## config.mk

```make
export PLATFORM = sky130hd
export DESIGN_NAME = line_result
export DESIGN_NICKNAME = d
export VERILOG_FILES = /design/src/hw/burst_mem_pkg.sv /design/src/hw/line_result.sv
export VERILOG_INCLUDE_DIRS = /design/src /design/src/hw
export SDC_FILE = /design/constraint.sdc
export NUM_CORES = 1
export LEC_CHECK = 0
export BUFFER_PORTS_ARGS = -buffer_cell sky130_fd_sc_hd__buf_2
export CELL_PAD_IN_SITES_DETAIL_PLACEMENT = 1
export CELL_PAD_IN_SITES_GLOBAL_PLACEMENT = 2
export CORE_UTILIZATION = 36
export DETAILED_ROUTE_END_ITERATION = 10
export MAX_ROUTING_LAYER = met4
export PLACE_DENSITY_LB_ADDON = 0.1
export SYNTH_ARGS = -nofsm -noshare
export SYNTH_HDL_FRONTEND = slang
export SYNTH_SLANG_ARGS = --single-unit
```

## constraint.sdc

```tcl
create_clock -name itf -period 5.2 [get_ports itf]
set_input_delay 0.52 -clock itf [delete_from_list [all_inputs] [get_ports itf]]
set_output_delay 0.52 -clock itf [all_outputs]
set_load 0.01 [all_outputs]
```

## src/hw/burst_mem_macros.svh

```systemverilog
// Sizes and APB register offsets of the line-transfer engine, included by the package and RTL
`ifndef BURST_MEM_MACROS_SVH
`define BURST_MEM_MACROS_SVH

// Native bus and memory geometry
`define BM_BUS_W        32
`define BM_WORD_W       64
`define BM_BEATS        8
`define BM_DEPTH        256
`define BM_LINE_BYTES   32

// Derived sizes
`define BM_LINE_W       (`BM_BUS_W * `BM_BEATS)
`define BM_ADDR_LIMIT   (`BM_DEPTH * (`BM_WORD_W / 8))
`define BM_LINES        (`BM_ADDR_LIMIT / `BM_LINE_BYTES)
`define BM_LINE_IDX_W   ($clog2(`BM_LINES))
`define BM_LINE_SHIFT   ($clog2(`BM_LINE_BYTES))
`define BM_WORD_IDX_W   ($clog2(`BM_DEPTH))
`define BM_WORD_SHIFT   ($clog2(`BM_WORD_W / 8))
`define BM_BEAT_IDX_W   ($clog2(`BM_BEATS))

// APB register offsets
`define BM_OFS_CTRL     8'h00
`define BM_OFS_ADDR     8'h04
`define BM_OFS_STATUS   8'h08
`define BM_OFS_WDATA    8'h20
`define BM_OFS_RDATA    8'h40

`endif
```

## src/hw/burst_mem_pkg.sv

```systemverilog
// Bus structs, command and beat types and FSM states shared by the line-transfer engine
`include "burst_mem_macros.svh"

package burst_mem_pkg;

    // Controller to memory, address and data share ad_bus
    typedef struct packed {
        logic                 read_en;
        logic                 write_en;
        logic                 addr_on;
        logic                 data_on;
        logic [`BM_BUS_W-1:0] ad_bus;
    } mem_req_t;

    // Memory to controller
    typedef struct packed {
        logic                 resp;
        logic [`BM_BUS_W-1:0] rdata;
    } mem_rsp_t;

    // Decode to execute
    typedef struct packed {
        logic                      start;
        logic                      write;
        logic [`BM_LINE_IDX_W-1:0] line;
    } line_cmd_t;

    // One returned read beat
    typedef struct packed {
        logic                      valid;
        logic [`BM_BEAT_IDX_W-1:0] idx;
        logic [`BM_BUS_W-1:0]      data;
    } beat_t;

    typedef enum logic [2:0] {
        bram_idle,
        bram_addr,
        bram_write,
        bram_fetch,
        bram_read
    } bram_state_t;

    typedef enum logic [2:0] {
        mst_idle,
        mst_addr,
        mst_write,
        mst_read,
        mst_done
    } master_state_t;

endpackage

```

## src/hw/line_result.sv

```systemverilog
// Result stage that assembles returned read beats into a line and keeps busy and done status
`timescale 1ns/100ps
`include "burst_mem_macros.svh"

module line_result (
    input  logic                  itf,
    input  logic                  reset,
    input  logic                  cmd_start,
    input  burst_mem_pkg::beat_t  beat,
    input  logic                  line_done,
    output logic [`BM_LINE_W-1:0] rd_line,
    output logic                  busy,
    output logic                  done
);

    // Beats land by index, order on the bus does not matter
    always_ff @(posedge itf) begin
        if (beat.valid) begin
            rd_line[beat.idx * `BM_BUS_W +: `BM_BUS_W] <= beat.data;
        end
    end

    always_ff @(posedge itf) begin
        if (reset) begin
            busy <= 1'b0;
            done <= 1'b0;
        end else begin
            if (line_done) begin
                busy <= 1'b0;
            end else if (cmd_start) begin
                busy <= 1'b1;
            end
            // Sticky until the next accepted start
            if (cmd_start) begin
                done <= 1'b0;
            end else if (line_done) begin
                done <= 1'b1;
            end
        end
    end

endmodule

```

# After elaboration in Yosys (flattened, before gate mapping)
# Cells that the tools add are included.
totals:
  regBits: 258
  inputBits: 40
  out_inout_bits: 258
  elab_cells: 9
op_classes:
  addsub: 1
  n_shift: 2
  mux: 1
  n_reduce_logical: 2
op_table:
  columns: ["cell", "n"]
  rows:
  - ["bitwise mux 256 bit", 1]
  - ["variable shift 32 x 34 -> 256 bit (first input constant)", 1]
  - ["variable part select 32 x 34 -> 256 bit", 1]
  - ["negation 8 -> 34 bit", 1]
  - ["OR reduction 2 bit", 2]

# Depth between registers and ports, before layout
depth:
  depth_word: 3
  ltp_mapped: 9
  depth_no_buf: 5

# Worst setup path after synthesis
# OpenSTA, ideal clock, no wires.
synth_path:
  path_kind: "input to register"
  startpoint: "input port beat[32] (netlist bit)"
  endpoint: "register rd_line[64], enable pin"
  setup_time_ps: 461
  arrival_time_ps: 4017
  t_required_ps: 4739
  setup_slack_ps: 722
  stages: 8
  path_buffers: 3
  cell_sequence: "buf_4 inv_1 ha_1 ha_1 buf_4 nand2_1 clkbuf_1 nor3_1"
synth_lines:
  columns: ["item", "line_no", "source"]
  rows:
  - ["start: declaration", "line_result.sv:9", "input burst_mem_pkg::beat_t beat,"]
  - ["end signal: indexed assignment", "line_result.sv:19", "rd_line[beat.idx * `BM_BUS_W +: `BM_BUS_W] <= beat.data;"]
  - ["end: declaration", "line_result.sv:11", "output logic [`BM_LINE_W-1:0] rd_line,"]

==> results.md <==
* Max Cap Viol at 0
* Largest area contributor in the netlist: edfxtp_1
* Max stage delay cell, worst path: nor2_4
* Cells after DPL at 1,243
* Most common cell in the netlist: edfxtp_1
* Initial DRC Count at 431
* Required time worst endpoint at 5.35 ns
* Commonest cells in the netlist: edfxtp_1 (256), and2_1 (76), nor2_1 (59)
* Crit-path cells: buf_2, inv_1, ha_1, ha_1, nand2b_4, nor2_4
* Crit path time final at 3.38 ns
* CP max FO at 47
* Total leakage power at 0.00388 uW
* Root buffer cell: clkbuf_16
* Htree depth at 1
* Post-route cell area at 12,900 sq um
* Top cells by area, synth: edfxtp_1 (74%), nor4b_2 (5.8%), nor4b_1 (4.8%)
* CTS tree: built
* P&R area growth vs syn at 25.2%
* Hold_ws at 0.153 ns
* Starting density of the core at 0.369
* CTS Buffer Depth at 3
* Reg2reg path depth at 2
* Worst vdd ir at 233 uV
* Synth Instances at 612
* Gpl congestion at 0.779
* Crit-path leading delay family: simple AND/OR/NAND/NOR gates
* Library cells used by synthesis at 28
* DP Area at 12,100 sq um
* Total setup buffers inserted after CTS at 0
* Initial antenna violation count at 3
* Vias in the first global route at 6,623
* Reg-to-Reg End: done
* Die X-Extent at 171 um
* Layout Cells excl Fill at 1,293
* Gr ovfl total at 0
* Number of synthesized flops with an enable pin at 256
* Die height at 171 um
* Ys flop type: edfxtp_1
* Pwr dens at 353 nW/um^2
* First-pass GRT wire length at 45,700 um
* Run status: finished, final reports clean
* Synth top area share at 0.745
* Clk sink count at 258
* I/O pin count at 298
* # setup viols final at 0
* Row count at 61
* I/O Buffers at 297
* Startpoint Class: primary input
* RSZ-0062 raised after global routing: false
* Synth Register Bits at 258
* F_max at 0.296 GHz
* # diodes at 0
* Crit. End Element: flop
* Clock transition at path regs at 0.06 ns
* Buffers & Inverters on Critical Path at 2
* Final #Nets at 938
* Vias per inst at 5.08
* Hold Path Sink: busy
* Ys Warns at 0
* Critical Path AT at 3.54 ns
* Most used cell, CP: ha_1
* Setup TNS Final at 0 ns
* Core box area at 28,000 sq um
* Hold-critical path depth at 2
* Syn Nets at 655
* Die ar. at 29,400 sq um
* First-pass DRT Iterations at 4
* WL final at 32,500 um
* Clock skew at 0 ns
* Slew headroom at 0.270
* Asr flop ratio synth at 0
* Fin. Hold Viols at 0
* Tcrit/Tclk final at 0.651
* Slowest Stage Delay on Critical Path at 1.00 ns
* Wirelength per Cell at 25.2 um
* CTS Buf Count at 28
* Synth Cell Area at 10,300 sq um
* Largest net degree at the start of global routing at 68
* All-Layer GR Usage at 0.227
* Hold Crit Start: line_done
* Synthesized area per cell at 16.9 sq um
* Post-DRT Antenna Nets at 0
* Drt drc at 0
* Dpl hpwl at 21,800 um
* Share of layout cells above drive strength 1 at 0.438
* Critical path class: in -> reg
* Setup slack, reg-to-reg at 4.63 ns
* Post-CTS Resized at 0
* Vias at 6,564
* Hold/Removal Path Class: in -> reg
* CTS Hold Buffers Added at 0
* Worst skew pair latency at 0.54 ns
* Register area share after synthesis at 0.749
* R2R Path Start: done
* Slew at the pin with the worst max-slew slack at 1.09 ns
* Slew Limit Fails at 0
* Power, Total at 4560 uW
## power by group
part / leakage (uW) / switching, uW / internal [uW]
sequential: 0.00187 / 24.5 / 2350
clock: 0.000402 / 795 / 1010
combinational: 0.00161 / 268 / 109
total: 0.00388 / 1090 / 3470
## worst register-to-register path, stage by stage, from the launching register on
cell and delay (ns):
dfxtp_1 0.31, nor2_1 0.11, nor3_1 0.05
## through the flow
stage	setup slack, ns	util
3_3_place_gp	1.48	0.432
5_1_grt	1.60	0.461
4_1_cts	1.81	0.461
6_report	1.82	0.461
2_1_floorplan	0.722	-
3_5_place_dp	1.25	0.432
## layout by cell type (no fill, tap or decap), drive strengths merged
| cell | synthesis | layout |
|---|---|---|
| buf | 37 | 306 |
| edfxtp | 256 | 256 |
| nand3b | 1 | 1 |
| nor4 | 1 | 1 |
| clkinv | 0 | 15 |
| nor3 | 5 | 5 |
| and4bb | 2 | 2 |
| and4 | 9 | 9 |
| ha | 3 | 3 |
| and2 | 76 | 76 |
| or2 | 2 | 2 |
| and3 | 24 | 24 |
| nand2 | 14 | 14 |
| clkbuf | 16 | 35 |
| inv | 3 | 3 |
| nor2 | 59 | 59 |
| dfxtp | 2 | 2 |
| nand2b | 2 | 2 |
| and4b | 1 | 1 |
| or3b | 1 | 1 |
| nor4b | 98 | 98 |
## cell type report
class                   count  area, sq um
clock buffers              35          748
flip-flops and latches    258         7730
multi-input cells         298         2350
clock inverters            15         63.8
fillers                  2860        15100
inverters                   3         11.3
repair buffers            306         1550
well taps                 378          473
## cells by family after synthesis
group / share of synthesized area
flops: 0.749
buf+inv: 0.0301
simple gates: 0.218
fa+ha+maj: 0.00364
## per-layer routing
| layer | global-route usage | part of all wire | vias to the layer above |
|---|---|---|---|
| met1 | 0.297 | 0.43 | 3340 |
| met2 | 0.362 | 0.48 | 283 |
| met3 | 0.0428 | 0.071 | 48 |
| met5 | - | 0 | - |
| met4 | 0.0633 | 0.021 | 0 |
| li1 | - | - | 2893 |
## how the worst max path moves through the flow
stage / from / endpoint / slack (ns) / cells after the start
floorplan: beat[32] / rd_line[64] / 0.72 / 8
global placement: beat[32] / rd_line[126] / 1.48 / 6
detailed placement: beat[32] / rd_line[121] / 1.25 / 6
CTS: beat[32] / rd_line[110] / 1.81 / 6
global route: beat[32] / rd_line[101] / 1.60 / 6
finish: beat[32] / rd_line[101] / 1.82 / 6
## registers in the layout, indices dropped and copies added (netlist names)
| name | flops |
|---|---|
| busy | 1 |
| done | 1 |
| rd_line | 256 |
Note: power is estimated with default switching activity, not from simulation.
