<file path="src/hw/burst_mem_macros.svh">
// Sizes and APB register offsets of the line-transfer engine, included by the package and RTL
`ifndef BURST_MEM_MACROS_SVH
`define BURST_MEM_MACROS_SVH

// Native bus and memory geometry
`define BM_BUS_W        32
`define BM_WORD_W       64
`define BM_BEATS        8
`define BM_DEPTH        256
`define BM_LINE_BYTES   32

// Derived sizes
`define BM_LINE_W       (`BM_BUS_W * `BM_BEATS)
`define BM_ADDR_LIMIT   (`BM_DEPTH * (`BM_WORD_W / 8))
`define BM_LINES        (`BM_ADDR_LIMIT / `BM_LINE_BYTES)
`define BM_LINE_IDX_W   ($clog2(`BM_LINES))
`define BM_LINE_SHIFT   ($clog2(`BM_LINE_BYTES))
`define BM_WORD_IDX_W   ($clog2(`BM_DEPTH))
`define BM_WORD_SHIFT   ($clog2(`BM_WORD_W / 8))
`define BM_BEAT_IDX_W   ($clog2(`BM_BEATS))

// APB register offsets
`define BM_OFS_CTRL     8'h00
`define BM_OFS_ADDR     8'h04
`define BM_OFS_STATUS   8'h08
`define BM_OFS_WDATA    8'h20
`define BM_OFS_RDATA    8'h40

`endif
</file>
<file path="src/hw/burst_mem_pkg.sv">
// Bus structs, command and beat types and FSM states shared by the line-transfer engine
`include "burst_mem_macros.svh"

package burst_mem_pkg;

    // Controller to memory, address and data share ad_bus
    typedef struct packed {
        logic                 read_en;
        logic                 write_en;
        logic                 addr_on;
        logic                 data_on;
        logic [`BM_BUS_W-1:0] ad_bus;
    } mem_req_t;

    // Memory to controller
    typedef struct packed {
        logic                 resp;
        logic [`BM_BUS_W-1:0] rdata;
    } mem_rsp_t;

    // Decode to execute
    typedef struct packed {
        logic                      start;
        logic                      write;
        logic [`BM_LINE_IDX_W-1:0] line;
    } line_cmd_t;

    // One returned read beat
    typedef struct packed {
        logic                      valid;
        logic [`BM_BEAT_IDX_W-1:0] idx;
        logic [`BM_BUS_W-1:0]      data;
    } beat_t;

    typedef enum logic [2:0] {
        bram_idle,
        bram_addr,
        bram_write,
        bram_fetch,
        bram_read
    } bram_state_t;

    typedef enum logic [2:0] {
        mst_idle,
        mst_addr,
        mst_write,
        mst_read,
        mst_done
    } master_state_t;

endpackage

</file>
<file path="src/hw/burst_master.sv">
// Execute stage that runs the address phase and eight data beats of a line burst
`timescale 1ns/100ps
`include "burst_mem_macros.svh"

module burst_master (
    input  logic                     itf,
    input  logic                     reset,
    input  burst_mem_pkg::line_cmd_t cmd,
    input  logic [`BM_LINE_W-1:0]    wr_line,
    input  burst_mem_pkg::mem_rsp_t  rsp,
    output burst_mem_pkg::mem_req_t  req,
    output burst_mem_pkg::beat_t     beat,
    output logic                     line_done
);

    burst_mem_pkg::master_state_t state, next_state;

    logic                      is_write;
    logic [`BM_BEAT_IDX_W-1:0] cnt;
    logic [`BM_LINE_IDX_W-1:0] line_q;
    logic [`BM_LINE_W-1:0]     wbuf;
    logic                      start_ok;
    logic                      beat_ok;

    assign start_ok = state == burst_mem_pkg::mst_idle && cmd.start;
    assign beat_ok  = rsp.resp && (state == burst_mem_pkg::mst_write ||
                                   state == burst_mem_pkg::mst_read);

    always_ff @(posedge itf) begin
        if (reset) begin
            state    <= burst_mem_pkg::mst_idle;
            is_write <= 1'b0;
            cnt      <= '0;
        end else begin
            state <= next_state;
            if (start_ok) begin
                is_write <= cmd.write;
                cnt      <= '0;
            end else if (beat_ok) begin
                cnt <= cnt + 1'b1;
            end
        end
    end

    // Line held for the whole burst
    always_ff @(posedge itf) begin
        if (start_ok) begin
            line_q <= cmd.line;
            wbuf   <= wr_line;
        end
    end

    always_comb begin
        next_state = state;
        case (state)
            burst_mem_pkg::mst_idle: begin
                if (cmd.start) begin
                    next_state = burst_mem_pkg::mst_addr;
                end
            end
            burst_mem_pkg::mst_addr: begin
                if (rsp.resp) begin
                    next_state = is_write ? burst_mem_pkg::mst_write : burst_mem_pkg::mst_read;
                end
            end
            burst_mem_pkg::mst_write, burst_mem_pkg::mst_read: begin
                if (beat_ok && &cnt) begin
                    next_state = burst_mem_pkg::mst_done;
                end
            end
            default: begin
                next_state = burst_mem_pkg::mst_idle;
            end
        endcase
    end

    always_comb begin
        req          = '0;
        req.read_en  = !is_write && (state == burst_mem_pkg::mst_addr ||
                                     state == burst_mem_pkg::mst_read);
        req.write_en = is_write && (state == burst_mem_pkg::mst_addr ||
                                    state == burst_mem_pkg::mst_write);
        req.addr_on  = state == burst_mem_pkg::mst_addr;
        req.data_on  = state == burst_mem_pkg::mst_write;
        if (state == burst_mem_pkg::mst_addr) begin
            // Line index to byte address
            req.ad_bus = {{(`BM_BUS_W - `BM_LINE_IDX_W - `BM_LINE_SHIFT){1'b0}},
                          line_q, {`BM_LINE_SHIFT{1'b0}}};
        end else if (state == burst_mem_pkg::mst_write) begin
            req.ad_bus = wbuf[cnt * `BM_BUS_W +: `BM_BUS_W];
        end
    end

    assign beat.valid = state == burst_mem_pkg::mst_read && rsp.resp;
    assign beat.idx   = cnt;
    assign beat.data  = rsp.rdata;
    assign line_done  = state == burst_mem_pkg::mst_done;

    // Memory answers only inside a burst with exactly one direction enabled
    rw_excl_chk: assert property (
        @(posedge itf) disable iff (reset) rsp.resp |-> (req.read_en ^ req.write_en)
    );

endmodule

</file>
<file path="config.mk">
export PLATFORM = sky130hd
export DESIGN_NAME = burst_master
export DESIGN_NICKNAME = d
export VERILOG_FILES = /design/src/hw/burst_mem_pkg.sv /design/src/hw/burst_master.sv
export VERILOG_INCLUDE_DIRS = /design/src /design/src/hw
export SDC_FILE = /design/constraint.sdc
export NUM_CORES = 1
export LEC_CHECK = 0
export BUFFER_PORTS_ARGS = -buffer_cell sky130_fd_sc_hd__buf_2
export CAP_MARGIN = 20
export CORE_MARGIN = 2
export CORE_UTILIZATION = 44
export DETAILED_ROUTE_END_ITERATION = 16
export PLACE_DENSITY = 0.72
export SLEW_MARGIN = 20
export SYNTH_ARGS = -nofsm -noshare
export SYNTH_HDL_FRONTEND = slang
export SYNTH_SLANG_ARGS = --single-unit
</file>
<file path="constraint.sdc">
create_clock -name itf -period 34.1 [get_ports itf]
set_clock_uncertainty 0.05 [all_clocks]
set_input_delay 1.705 -clock itf [delete_from_list [all_inputs] [get_ports itf]]
set_output_delay 1.705 -clock itf [all_outputs]
set_load 0.1 [all_outputs]
</file>
Yosys cells after proc, flatten, opt, wreduce, memory -nomap -nowiden
Index checks and enable logic that the tools add are counted.

cells by class
  muxes and demuxes = 7
  $add $sub $neg = 1
  equal/unequal tests = 7
  reductions and logical operators = 15
  shifts and indexed selects = 1

operators with widths
  operator                                              number
  indexed part select 256 x 9 -> 32 bit                 1
  2-to-1 mux 32 bit                                     2
  2-to-1 mux 3 bit                                      3
  one-hot mux 3 bit (3 select lines)                    1
  equality test 3 x 2 -> 1 bit (second input constant)  2
  logical AND 1 bit                                     6
  inequality test 2 bit (second input constant)         3
  AND reduction 3 bit                                   2
  OR reduction 2 bit                                    2
  adder 3 x 1 -> 3 bit (second input constant)          1
  equality test 3 x 1 -> 1 bit (second input constant)  1
  equality test 3 bit (second input constant)           1
  logical NOT 3 bit                                     1
  logical OR 1 bit                                      3
  logical NOT 1 bit                                     1
  2-to-1 mux 1 bit                                      1

word-level totals
  bits in registers = 269
  input bits = 299
  output and inout bits = 73

Logic depth before layout (Yosys ltp)
Gate-level depths: netlist of the first run.

  depth after elaboration = 6
  mapped depth = 5
  mapped depth without buffers = 5

Least setup slack after synthesis of the first run
No wires, ideal clock.

  path kind = input -> register
  start point = input port cmd[7] (netlist name)
  end point = register cnt[0]
  slack = 16466 ps
  path buffers = 0
  data required time = 33913 ps
  data arrival time = 17447 ps
  stages = 3
  path through = nor4b_2 -> or2_2 -> nor2_1

on the way
  cells in the longest elaborated chain, start to end = 2

ends and longest elaborated chain
  element                       line                RTL
  start, declared               burst_master.sv:8   input burst_mem_pkg::line_cmd_t cmd,
  logical AND 1 bit             burst_master.sv:25  assign start_ok = state == burst_mem_pkg::mst_idle && cmd.start;
  OR reduction 2 bit (no line)  n/a
  end signal, assigned          burst_master.sv:40  cnt <= cnt + 1'b1;
  end, declared                 burst_master.sv:19  logic [`BM_BEAT_IDX_W-1:0] cnt;

No other way between the ends.
A chain may end at the register's enable or synchronous reset.

==> metrics.md, run 1 <==
| Metric | Value |
|---|---|
| Syn_area_per_cell | 20.9 um2 |
| Worst-path fanout max | 42 |
| Gp weighted congestion | 0.822 |
| Hold path start | is_write |
| Final hold violations | 0 |
| Grt ovf | 0 |
| Setup ws final | 29.05 ns |
| Slowest cell on crit path | dfxtp_4 |
| Slew Viols, Final | 0 |
| CP startpoint kind | flip-flop |
| CP max stage delay | 0.83 ns |
| GRT Total Usage | 17.7% |
| Resized Gates After CTS | 0 |
| DR DRC count | 0 |
| Synthesized flop and latch total | 269 |
| Slew HR | 34.3% |
| RSZ-0062 raised after global routing | no |
| Starting DRT DRC Count | 294 |
| Post-Syn Area | 10600 um2 |
| Non-Filler Instances | 1139 |
| Syn. warnings | 0 |
| Worst-path clk slew | 0.06 ns |
| Setup bufs post-CTS | 0 |
| Register area share after synthesis | 75.5% |
| Number of cell rows | 56 |
| Pin count of the biggest net entering global routing | 174 |
| Initial antenna violation count | 6 |
| Pre-antenna DRT Iters | 4 |
| WL final | 22.8 mm |
| Worst VDD drop | 0.0399 mV |
| Pre-CTS setup slack | 29.51 ns |
| Final min period | 5.05 ns |
| Dpl cells | 1083 |
| Core Box Area | 23500 um2 |
| Chip Width | 159 um |
| Routed Antenna Nets | 0 |
| Critical path class | flip-flop to output port |
| Buffers & Inverters on Critical Path | 2 |
| Status | complete, no violations |
| Synth Net Count | 809 |
| Setup TNS Final | 0 ns |
| Fin crit share | 14.8% |
| Die height | 159 um |
| Top Ports | 372 |
| HP Class | flip-flop to flip-flop |
| Hold_buf cts | 0 |
| Crit path arrival time | 3.29 ns |
| Wire length per cell | 20.1 um |
| First-pass GRT wire length | 34.3 mm |
| Die area | 25300 um2 |
| Number of global-route vias before repair | 6048 |
| Hold WS | 0.521 ns |
| Via density | 5.00 |
| Final nets | 1095 |
| Worst path cell trace | buf_4, mux4_1, nor2b_1, o41ai_1, buf_2 |
| Max-Cap Viols | 0 |
| IO buf count | 307 |
| Total CTS buffers | 28 |
| Worst Setup End Kind | output port |
| Area Overhead vs Synth | 23.7% |
| RR Startpoint | state[1] |
| Max Buffers Root-to-Sink | 3 |
| TritonCTS clock tree | yes |
| Worst slew pin tran | 0.986 ns |
| Worst Path Required | 32.34 ns |
| Clock Sinks | 269 |
| Leak | 4.87 nW |
| Setup-failing EPs final | 0 |
| Family with the most delay on the worst path | buffers and inverters |
| Fmax | 198 MHz |
| Root Buffer | clkbuf_16 |
| Post-Syn Instances | 508 |
| Clk_lat worst skew | 0.52 ns |
| Via Count | 5694 |
| Share of cells above drive strength 1 | 51.9% |
| PD cells | 57.6 nW/um2 |
| Starting Density | 45.0% |
| # fillers | 1865 |
| Netlist cell types | 36 |
| H-tree levels | 1 |
| Crit path from | cnt[0] |
| Placed wire-length estimate | 15.4 mm |
==> power breakdown <==
group          internal [mW]  total [mW]  switching [mW]
Sequential             0.390       0.397         0.00675
Combinational         0.0237      0.0620          0.0383
Clock                  0.177       0.297           0.120
Total                  0.591       0.756           0.165
==> metrics by stage <==
stage / power [mW] / instance area, um2 / util, %
2_1_floorplan: 0.470 / 10600 / -
3_3_place_gp: 0.465 / 12200 / 51.8
3_5_place_dp: 0.467 / 12200 / 51.8
4_1_cts: 0.766 / 13100 / 55.6
5_1_grt: 0.783 / 13100 / 55.7
6_report: 0.756 / 13100 / 55.7
==> layout by cell type, fill, tap and decap left out, types with 2 or more instances in the layout <==
cell / count
buf_2: 307
edfxtp_1: 262
mux4_2: 56
nor2_1: 35
mux2i_1: 29
clkbuf_16: 29
nand2_1: 10
mux2_2: 8
nor2b_1: 7
clkinv_2: 7
clkinv_1: 6
diode_2: 5
clkbuf_1: 5
o22ai_1: 4
dfxtp_1: 4
o31ai_1: 3
a2111oi_0: 3
bufinv_16: 3
buf_4: 3
inv_1: 2
nand3b_1: 2
nand2b_1: 2
mux4_1: 2
a211oi_1: 2
o41ai_1: 2
nor3_1: 2
nor3b_1: 2
ha_1: 2
dfxtp_4: 2
==> layer usage <==
layer  up-vias  share of wire (%)  routed length [um]  global-route usage, %
met5         -              0.057                  13                      0
met1      2760                 37                8530                   20.7
met3        95                6.4                1470                   3.83
met4         2                5.3                1200                   8.97
li1       2609                  -                   -                      -
met2       228                 51               11600                   31.1
==> worst min-delay path, delay by kind of cell (launching register included) <==
family / cells / cell delay (ns)
and+or+nand+nor: 1 / 0.05
DFF: 1 / 0.34
muxes: 1 / 0.13
==> registers in the layout (all words and copies together) (netlist names) <==
signal and flops:
wbuf 256, line_q 6, cnt 3, state 3, is_write 1
==> Yosys cell counts <==
cell | n | area [um2]
a211oi_1 | 2 | 15.0
nand2b_1 | 2 | 12.5
a311oi_1 | 1 | 8.76
edfxtp_1 | 262 | 7870
buf_2 | 7 | 35.0
ha_1 | 2 | 25.0
mux4_1 | 2 | 52.6
inv_1 | 2 | 7.51
o31ai_2 | 1 | 12.5
mux2_2 | 8 | 90.1
nor2_1 | 35 | 131
buf_4 | 33 | 248
nor3_1 | 2 | 10.0
xor2_1 | 1 | 8.76
o31ai_1 | 3 | 22.5
o41ai_1 | 2 | 17.5
mux4_2 | 56 | 1260
o21a_1 | 1 | 7.51
clkbuf_1 | 7 | 26.3
and3b_1 | 1 | 8.76
o21ai_0 | 1 | 5.00
o22ai_1 | 4 | 25.0
buf_12 | 1 | 20.0
a21oi_1 | 1 | 5.00
nor3b_1 | 2 | 15.0
nand2_1 | 10 | 37.5
buf_1 | 2 | 7.51
dfxtp_1 | 7 | 140
nor4b_2 | 1 | 15.0
nor3b_2 | 1 | 12.5
buf_6 | 6 | 67.6
a2111oi_0 | 3 | 26.3
nand3b_1 | 2 | 15.0
mux2i_1 | 29 | 290
or2_2 | 1 | 6.26
nor2b_1 | 7 | 43.8
==> cell families (layout without fill, tap and decap cells) <==
logic type	count (synthesis)	after routing	share of synthesized area, %
multiplexers	95	95	16.0
XOR/XNOR	1	1	0.0826
adder cells (fa/ha/maj)	2	2	0.236
AND/OR/NAND/NOR	64	64	2.90
flip-flops	269	269	75.5
buffers and inverters	58	365	3.88
AO/OA/AOI/OAI	19	19	1.37
other	0	5	0
==> path summary, 6_finish.rpt <==
path / slack [ns] / cells after the start / end
worst max register to register: 31.28 / 3 / wbuf[91]
worst max-delay path: 29.05 / 5 / req[6]
worst min register to register: 0.52 / 2 / is_write
worst min-delay path: 0.52 / 2 / is_write
==> final cells by class <==
cell class / count / area (um2) / share of cell area, %
Clock inverter: 17 / 156 / 1.19
Inverter: 2 / 7.51 / 0.0572
Antenna cell: 5 / 12.5 / 0.0954
Timing Repair Buffer: 312 / 1590 / 12.1
Multi-Input combinational cell: 181 / 2190 / 16.7
Sequential cell: 269 / 8020 / 61.1
Clock buffer: 34 / 744 / 5.68
Tap cell: 319 / 399 / 3.04
Power figures use the tool's default switching activity.
==> inputs of run 2 (changes only) <==
- clock period: 34.1 -> 5 ns (I/O delays scaled with it)
==> metrics.md, run 2 <==
| Metric | Value |
|---|---|
| Status | aborted with a tool error |
| Failed at | clock tree synthesis |
| First Err | [ERROR RSZ-0060] Max buffer count reached. |
| Max Buffers Root-to-Sink | 3 (unchanged) |
| Hold_buf cts | 228 (+228) |
| Synthesized flop and latch total | 269 (unchanged) |
| Syn_area_per_cell | 20.9 um2 (unchanged) |
| Post-synth EDFFs | 262 (unchanged) |
| IO buf count | 307 (unchanged) |
| Synth Net Count | 809 (unchanged) |
| Netlist cell types | 36 (unchanged) |
| Syn. warnings | 0 (unchanged) |
| Area after DPL | 12200 um2 (+0.33%) |
| Root Buffer | clkbuf_16 |
| Most common cell in the netlist | edfxtp_1 |
| Gp weighted congestion | 0.768 (-6.6%) |
| Setup bufs post-CTS | 0 (unchanged) |
| Clock Sinks | 269 (unchanged) |
| Chip Width | 159 um (unchanged) |
| Post-Syn Instances | 508 (unchanged) |
| Post-Syn Area | 10600 um2 (unchanged) |
| Placed wire-length estimate | 15.3 mm (-0.97%) |
| Register area share after synthesis | 75.5% (unchanged) |
| Yosys top cell by area | edfxtp_1 |
| Post-synth top flop | edfxtp_1 |
| Synth cell count leaders | edfxtp_1, mux4_2, nor2_1 |
| Post-synth top area share | 74.2% (unchanged) |
| Total CTS buffers | 29 (+3.6%) |
| Synth area leaders | edfxtp_1, mux4_2, mux2i_1, buf_4, dfxtp_1 |
| Starting Density | 45.0% (unchanged) |
| Top Ports | 372 (unchanged) |
| Number of cell rows | 56 (unchanged) |
| H-tree levels | 1 (unchanged) |
| Resized Gates After CTS | 0 (unchanged) |
| Die height | 159 um (unchanged) |
| Ys async rst share | 0% (unchanged) |
-- run 2: cell counts after synthesis --
Identical to the previous run, type by type.
-- run 2: per-stage QoR --
step / worst slack (ns) / cells / utilization (%) / hold WS, ns
3_5_place_dp: 2.07 / 1083 / 52.0 / 0.378
3_3_place_gp: 2.14 / 1083 / 52.0 / 0.376
2_1_floorplan: -4.57 / 508 / - / 0.272
-- run 2: kinds of logic after synthesis --
family	synth area share, %
fa+ha+maj	0.236
flops	75.5
buf+inv	3.88
mux	16.0
xor+xnor	0.0826
compound gates	1.37
simple gates	2.90
==> inputs of run 3 (changes only) <==
- CORE_UTILIZATION: 44 -> 29
- PLACE_DENSITY: 0.72 -> not set
- PLACE_DENSITY_LB_ADDON: not set -> 0.15
==> metrics.md, run 3 <==
| Metric | Value |
|---|---|
| Register area share after synthesis | 75.5% (unchanged) |
| Root Buffer | clkbuf_16 |
| Starting Density | 29.2% (-16 points) |
| Max Buffers Root-to-Sink | 3 (unchanged) |
| Chip Width | 195 um (+23%) |
| Post-Syn Area | 10600 um2 (unchanged) |
| Number of cell rows | 70 (+25%) |
| Most common cell in the netlist | edfxtp_1 |
| Syn. warnings | 0 (unchanged) |
| Synth cell count leaders | edfxtp_1, mux4_2, nor2_1 |
| Setup bufs post-CTS | 0 (unchanged) |
| H-tree levels | 1 (unchanged) |
| Post-synth top area share | 74.2% (unchanged) |
| Status | aborted with a tool error |
| Top Ports | 372 (unchanged) |
| Die height | 195 um (+23%) |
| Gp weighted congestion | 0.741 (-3.6%) |
| Clock Sinks | 269 (unchanged) |
| Synth Net Count | 809 (unchanged) |
| Synth area leaders | edfxtp_1, mux4_2, mux2i_1, buf_4, dfxtp_1 |
| Resized Gates After CTS | 0 (unchanged) |
| Post-synth EDFFs | 262 (unchanged) |
| Failed at | clock tree synthesis |
| Ys async rst share | 0% (unchanged) |
| IO buf count | 307 (unchanged) |
| Post-synth top flop | edfxtp_1 |
| Syn_area_per_cell | 20.9 um2 (unchanged) |
| Yosys top cell by area | edfxtp_1 |
| Hold_buf cts | 259 (+14%) |
| Placed wire-length estimate | 18.1 mm (+18%) |
| Post-Syn Instances | 508 (unchanged) |
| Total CTS buffers | 31 (+6.9%) |
| First Err | [ERROR RSZ-0060] Max buffer count reached. |
| Netlist cell types | 36 (unchanged) |
| Synthesized flop and latch total | 269 (unchanged) |
run 3: kinds of logic after synthesis:
| group | share of synthesized area (%) |
|---|---|
| adders and majority gates | 0.236 |
| DFF | 75.5 |
| buffers and inverters | 3.88 |
| muxes | 16.0 |
| AOI/OAI and AO/OA | 1.37 |
| xor gates and xnor gates | 0.0826 |
| and+or+nand+nor | 2.90 |
run 3: metrics by stage:
step	TNS, ns	instance area, um2	util (%)	instances	setup slack (ns)
after floorplan	-1139.92	10600	-	508	-4.57
after global placement	0	12400	34.3	1234	2.04
after detailed placement	0	12400	34.3	1234	1.98
